### src/mips_ctrl_pkg.sv
package mips_ctrl_pkg;

  // ALU operation, classic MIPS 3-bit control encoding
  typedef enum logic [2:0] {
    alu_and = 3'b000,
    alu_or  = 3'b001,
    alu_add = 3'b010,
    alu_sub = 3'b110,
    alu_slt = 3'b111
  } alu_op_t;

  // Next-PC source
  typedef enum logic [1:0] {
    pc_plus4  = 2'd0,
    pc_jump   = 2'd1,
    pc_branch = 2'd2,
    pc_reg    = 2'd3
  } pc_sel_t;

endpackage

### src/mips_isa_pkg.sv
package mips_isa_pkg;

  // Word width is fixed by the MIPS field layout
  localparam int data_w = 32;

  typedef logic [data_w-1:0] word_t;
  typedef logic [4:0]        reg_addr_t;

  // Register format: opcode, rs, rt, rd, shamt, funct
  typedef struct packed {
    logic [5:0] opcode;
    reg_addr_t  rs;
    reg_addr_t  rt;
    reg_addr_t  rd;
    logic [4:0] shamt;
    logic [5:0] funct;
  } r_fmt_t;

  // Immediate format, used by addi, lw, sw and beq
  typedef struct packed {
    logic [5:0]  opcode;
    reg_addr_t   rs;
    reg_addr_t   rt;
    logic [15:0] imm;
  } i_fmt_t;

  // Jump format with a 26-bit word target
  typedef struct packed {
    logic [5:0]  opcode;
    logic [25:0] target;
  } j_fmt_t;

  // One instruction word seen through its three formats
  typedef union packed {
    r_fmt_t r_fmt;
    i_fmt_t i_fmt;
    j_fmt_t j_fmt;
  } instr_u;

  // Opcodes
  localparam logic [5:0] op_rtype = 6'h00;
  localparam logic [5:0] op_j     = 6'h02;
  localparam logic [5:0] op_jal   = 6'h03;
  localparam logic [5:0] op_beq   = 6'h04;
  localparam logic [5:0] op_addi  = 6'h08;
  localparam logic [5:0] op_lw    = 6'h23;
  localparam logic [5:0] op_sw    = 6'h2b;

  // Funct codes for R-type
  localparam logic [5:0] fn_jr    = 6'h08;
  localparam logic [5:0] fn_mfhi  = 6'h10;
  localparam logic [5:0] fn_mflo  = 6'h12;
  localparam logic [5:0] fn_mult  = 6'h18;
  localparam logic [5:0] fn_add   = 6'h20;
  localparam logic [5:0] fn_sub   = 6'h22;
  localparam logic [5:0] fn_and   = 6'h24;
  localparam logic [5:0] fn_or    = 6'h25;
  localparam logic [5:0] fn_slt   = 6'h2a;

  // Link register written by jal
  localparam reg_addr_t reg_ra = 5'd31;

endpackage
### src/controller.sv
`timescale 1ns/1ps

module controller
  import mips_isa_pkg::*, mips_ctrl_pkg::*;
(
  input  instr_u  instr,
  input  logic    zero,
  input  logic    pc_stall,
  output logic    pc_en,
  output pc_sel_t pc_sel,
  output logic    reg_write,
  output logic    reg_dst,
  output logic    link,
  output logic    alu_src,
  output alu_op_t alu_ctrl,
  output logic    mem_to_reg,
  output logic    mult_write,
  output logic    hilo_rd,
  output logic    hilo_hi,
  output logic    mem_write
);

  logic jump;
  logic jump_reg;
  logic branch;
  logic reg_write_d;
  logic mult_write_d;
  logic mem_write_d;

  always_comb begin
    jump         = 1'b0;
    jump_reg     = 1'b0;
    branch       = 1'b0;
    reg_write_d  = 1'b0;
    mult_write_d = 1'b0;
    mem_write_d  = 1'b0;
    reg_dst      = 1'b0;
    link         = 1'b0;
    alu_src      = 1'b0;
    alu_ctrl     = alu_add;
    mem_to_reg   = 1'b0;
    hilo_rd      = 1'b0;
    hilo_hi      = 1'b0;

    unique case (instr.r_fmt.opcode)
      op_rtype: begin
        reg_dst = 1'b1;
        unique case (instr.r_fmt.funct)
          fn_add: begin
            reg_write_d = 1'b1;
            alu_ctrl    = alu_add;
          end
          fn_sub: begin
            reg_write_d = 1'b1;
            alu_ctrl    = alu_sub;
          end
          fn_and: begin
            reg_write_d = 1'b1;
            alu_ctrl    = alu_and;
          end
          fn_or: begin
            reg_write_d = 1'b1;
            alu_ctrl    = alu_or;
          end
          fn_slt: begin
            reg_write_d = 1'b1;
            alu_ctrl    = alu_slt;
          end
          fn_jr:   jump_reg = 1'b1;
          fn_mult: mult_write_d = 1'b1;
          fn_mfhi: begin
            reg_write_d = 1'b1;
            hilo_rd     = 1'b1;
            hilo_hi     = 1'b1;
          end
          fn_mflo: begin
            reg_write_d = 1'b1;
            hilo_rd     = 1'b1;
          end
          default: ;
        endcase
      end
      op_lw: begin
        reg_write_d = 1'b1;
        alu_src     = 1'b1;
        mem_to_reg  = 1'b1;
      end
      op_sw: begin
        mem_write_d = 1'b1;
        alu_src     = 1'b1;
      end
      op_beq: begin
        branch   = 1'b1;
        alu_ctrl = alu_sub;
      end
      op_addi: begin
        reg_write_d = 1'b1;
        alu_src     = 1'b1;
      end
      op_j:    jump = 1'b1;
      op_jal: begin
        jump        = 1'b1;
        link        = 1'b1;
        reg_write_d = 1'b1;
      end
      // Unsupported encodings leave every write off
      default: ;
    endcase
  end

  // beq is taken only on equal operands
  assign pc_sel = jump              ? pc_jump   :
                  jump_reg          ? pc_reg    :
                  (branch && zero)  ? pc_branch : pc_plus4;

  // A stall freezes every state update for this instruction
  assign pc_en      = !pc_stall;
  assign reg_write  = reg_write_d  && !pc_stall;
  assign mult_write = mult_write_d && !pc_stall;
  assign mem_write  = mem_write_d  && !pc_stall;

endmodule

### config.mk
export PLATFORM = sky130hd
export DESIGN_NAME = controller
export DESIGN_NICKNAME = d
export VERILOG_FILES = /design/src/mips_ctrl_pkg.sv /design/src/mips_isa_pkg.sv /design/src/controller.sv
export SDC_FILE = /design/constraint.sdc
export NUM_CORES = 1
export LEC_CHECK = 0
export BUFFER_PORTS_ARGS = -buffer_cell sky130_fd_sc_hd__buf_2
export CORE_AREA = 10 10 47 49
export DETAILED_ROUTE_END_ITERATION = 8
export DIE_AREA = 0 0 57 59
export PLACE_DENSITY = 0.7
export RECOVER_POWER = 25
export SLEW_MARGIN = 10
export SYNTH_ARGS = -nofsm -noshare
export SYNTH_HDL_FRONTEND = slang
export SYNTH_SLANG_ARGS = --single-unit
### constraint.sdc
create_clock -name vclk -period 2.25
set_clock_uncertainty 0.05 [all_clocks]
set_input_delay 0.1125 -clock vclk [all_inputs]
set_output_delay 0.1125 -clock vclk [all_outputs]
set_load 0.05 [all_outputs]
Word-level counts from Yosys, hierarchy flattened

Cells that the tools add are included.

Register bits after elaboration: 0
Output and inout port bits: 15
Input port bits: 34

Reductions and logical operators: 11
Equal/unequal tests: 15
Muxes and demuxes: 22

Operators by type and width:

| kind                 | count |
|---|---|
| $eq A6 B6 Y1 const B | 7 |
| $eq A6 B5 Y1 const B | 3 |
| $mux W1              | 16 |
| $eq A6 B2 Y1 const B | 2 |
| $eq A6 B4 Y1 const B | 2 |
| $pmux W3 S4          | 1 |
| $reduce_or A7 Y1     | 1 |
| $eq A6 B3 Y1 const B | 1 |
| $logic_not A6 Y1     | 1 |
| $mux W2              | 3 |
| $pmux W3 S2          | 1 |
| $reduce_or A3 Y1     | 2 |
| $logic_and A1 B1 Y1  | 4 |
| $reduce_or A2 Y1     | 2 |
| $pmux W1 S2          | 1 |
| $logic_not A1 Y1     | 1 |

Depth between registers and ports, before layout

Depth after elaboration: 6
Depth in mapped cells: 5
Gate-level depth less buffers: 4

Worst setup path after synthesis

No wires, ideal clock.

Path type: in2out
Start: input port instr[26] in the netlist's numbering
End: output port mult_write
Stages on the path: 4
Path slack: -0.434 ns
Arrival time: 2.521 ns
Path through: or4_4 > or2_1 > buf_6 > nor4_1

Longest elaborated chain between the ends: 3

RTL lines:

| what                | RTL line          | text |
|---|---|---|
| start: declaration  | controller.sv:6   | `input instr_u instr,` |
| $logic_not A6 Y1    | controller.sv:45  | `unique case (instr.r_fmt.opcode)` |
| $mux W1             | controller.sv:45  |  |
| $logic_and A1 B1 Y1 | controller.sv:119 | `assign mult_write = mult_write_d && !pc_stall;` |
| end: declaration    | controller.sv:17  | `output logic mult_write,` |

No other way between the ends.

Worst setup path in the final report

Start: input port instr[26] in the netlist's numbering
End: output port alu_ctrl[1]

Longest elaborated chain between the ends: 2
Elaborated cells between the ends (all ways): 3
Those cells by class: eq/ne: 1; mux: 1; reduce/logical: 1

RTL lines:

| what                                                    | RTL line         | text |
|---|---|---|
| $eq A6 B3 Y1 / $logic_not A6 Y1 (equally long branches) | controller.sv:45 |  |
| $pmux W3 S2 *                                           | controller.sv:45 |  |
| end: declaration                                        | controller.sv:15 | `output alu_op_t alu_ctrl,` |

Every way passes the cells marked *; elsewhere a longest branch is shown, timed or not.

==> impl_results.md <==
* Critical Path AT at 1.86 ns
* Post-Syn Area at 273 µm²
* Clkbuf count at 0
* I/O pin total at 49
* IO buf count at 29
* Adder-Cell Fraction of Synth Area at 0
* Synth Instances at 42
* Reg area at 0 µm²
* Synth Area in XOR/XNOR at 0
* FFs & Latches at 0
* PostCTS Resize Cnt at 0
* Post-synth net total at 76
* Fmax at 0.494 GHz
* Max stage delay cell, worst path: or4_4
* Final setup TNS at 0 ns
* Power density over cell area at 127 nW/µm²
* Worst-margin pin slew at 0.606 ns
* Final setup viols at 0
* ANT cells at 0
* Total placed cells including tap cells at 86
* Simple-gate share of the synthesized area at 0.661
* Outcome: finished, final reports clean
* RSZ-0062 raised after global routing: no
* DPL Wire Length at 954 µm
* Vias after detailed routing at 429
* Core Region at 1400 µm²
* Antenna violations before repair at 0
* Hold_ws at 0.520 ns
* Fin crit share at 0.899
* Crit start category: primary input
* Drt via density at 4.99
* CP Max Fanout at 7
* Mean Syn Cell Area at 6.49 µm²
* Max-cap violations at 0
* Area growth, synth to finish at 61.9%
* Cell Chain, Critical Path: buf_2 > or4_4 > or2_1 > or4_4 > buf_2
* Kind of critical path: primary input to output pin
* Final Util at 0.315
* Max Slew Vio Count at 0
* Sequential fraction of the synthesis area at 0
* Die H at 59 µm
* Worst VDD drop at 0.0000473 V
* Remaining DRCs at 0
* DRT Pass-1 Iters at 4
* Largest family of logic cells by synthesized area: simple AND/OR/NAND/NOR gates
* Synth Area in Compound Gates at 0.206
* Final WL at 1060 µm
* Hold_buf cts at 0
* CP endpoint: alu_ctrl[1]
* Worst Path Required at 2.09 ns
* Yosys warning count at 0
* Setup Buffers After CTS at 0
* Static Leak at 0.207 nW
* Multiplexer share of the synthesized area at 0.0367
* Wirelength per Cell at 12.3 µm
* Final-stage net count at 106
* Launch point of the critical path: instr[26]
* Largest net degree at the start of global routing at 9
* Die ar. at 3360 µm²
* Delay of the slowest critical-path stage at 0.54 ns
* First-pass GRT wire length at 1770 µm
* Die X at 57 µm
* Number of distinct library cells after synthesis at 22
* Gr ovfl total at 0
* Gpl congestion at 0.731
* Vias in the first global route at 440
* Crit. End Element: output pin
* Cell row count at 14
* DRT iter0 DRCs at 2
* Worst hold-check path type: primary input to output pin
* Share of cells above drive strength 1 at 0.471
* Post-Layout Cell Count at 86
* Worst slew margin at 0.598
* Total GRT Usage at 0.0574
* Fin. Hold Viols at 0
* Initial Util at 0.195
* Min Tclk post-route at 2.02 ns
* ANT nets after route at 0
[cells in the final DEF (no fill, tap or decap), drive strengths merged, types with 3 or more instances in the layout]
master,Yosys,routed
inv,4,4
clkbuf,0,3
buf,1,26
or2,3,3
a21oi,4,4
nor4,4,4
nand2b,4,4
nor3,4,4
[where the power goes]
group / switching [W] / internal [W] / total, W
registers: 0 / 0 / 0
logic: 0.0000358 / 0.0000201 / 0.0000559
clock network: 0 / 0 / 0
[synth_stat cells]
cell,n,area [µm²]
nor3_1,4,20.0
nand2_1,1,3.75
or4b_1,1,10.0
or4b_2,1,10.0
inv_1,4,15.0
a31oi_1,1,6.26
or2_1,2,12.5
o2bb2ai_1,1,8.76
nor2_1,2,7.51
nor4b_1,2,17.5
nor3b_1,2,15.0
nor4_1,4,25.0
a21oi_1,4,20.0
buf_6,1,11.3
or2_2,1,6.26
nand2b_1,4,25.0
a2111oi_0,1,8.76
o21ai_0,1,5.00
o21bai_1,1,7.51
mux2i_1,1,10.0
nand3_1,1,5.00
or4_4,2,22.5
[stage by stage]
step                power (W)  area (µm²)  setup slack (ns)
floorplan           0.0000284         292          0.000129
global placement    0.0000548         445             0.244
detailed placement  0.0000561         445             0.227
CTS                 0.0000563         445             0.226
global route        0.0000615         442             0.181
finish              0.0000559         442             0.228
[logic make-up after synthesis]
| kind of cell | Yosys count |
|---|---|
| AO/OA/AOI/OAI | 9 |
| AND/OR/NAND/NOR | 27 |
| multiplexers | 1 |
| buffers and inverters | 5 |
[critical path, delay by kind of cell]
family / cells / cell delay (ns)
AND/OR/NAND/NOR: 3 / 1.40
buffers and inverters: 2 / 0.35
[area by class of cell]
type | instances | area, µm²
Multi-Input combinational cell | 37 | 265
Timing Repair Buffer | 29 | 141
Inverter | 4 | 15.0
Fill cell | 174 | 960
Tap cell | 16 | 20.0
[how the worst min path moves through the flow]
stage / slack, ns / to / depth (start not counted) / from
floorplan: 0.28 / hilo_hi / 1 / instr[1]
global placement: 0.51 / pc_sel[1] / 3 / instr[30]
detailed placement: 0.52 / pc_sel[1] / 3 / instr[30]
CTS: 0.52 / pc_sel[1] / 3 / instr[30]
global route: 0.54 / pc_sel[1] / 3 / instr[30]
finish: 0.52 / pc_sel[1] / 3 / instr[30]
[routing by layer]
metal | part of all wire | wire length, µm | up-vias | track usage
li1 | - | - | 220 | -
met1 | 0.45 | 479 | 185 | 0.0710
met2 | 0.39 | 411 | 24 | 0.0884
met3 | 0.16 | 165 | 0 | 0.0343
met4 | 0 | 0 | 0 | 0
met5 | 0 | 0 | - | 0
Note: power is estimated with default switching activity, not from simulation.
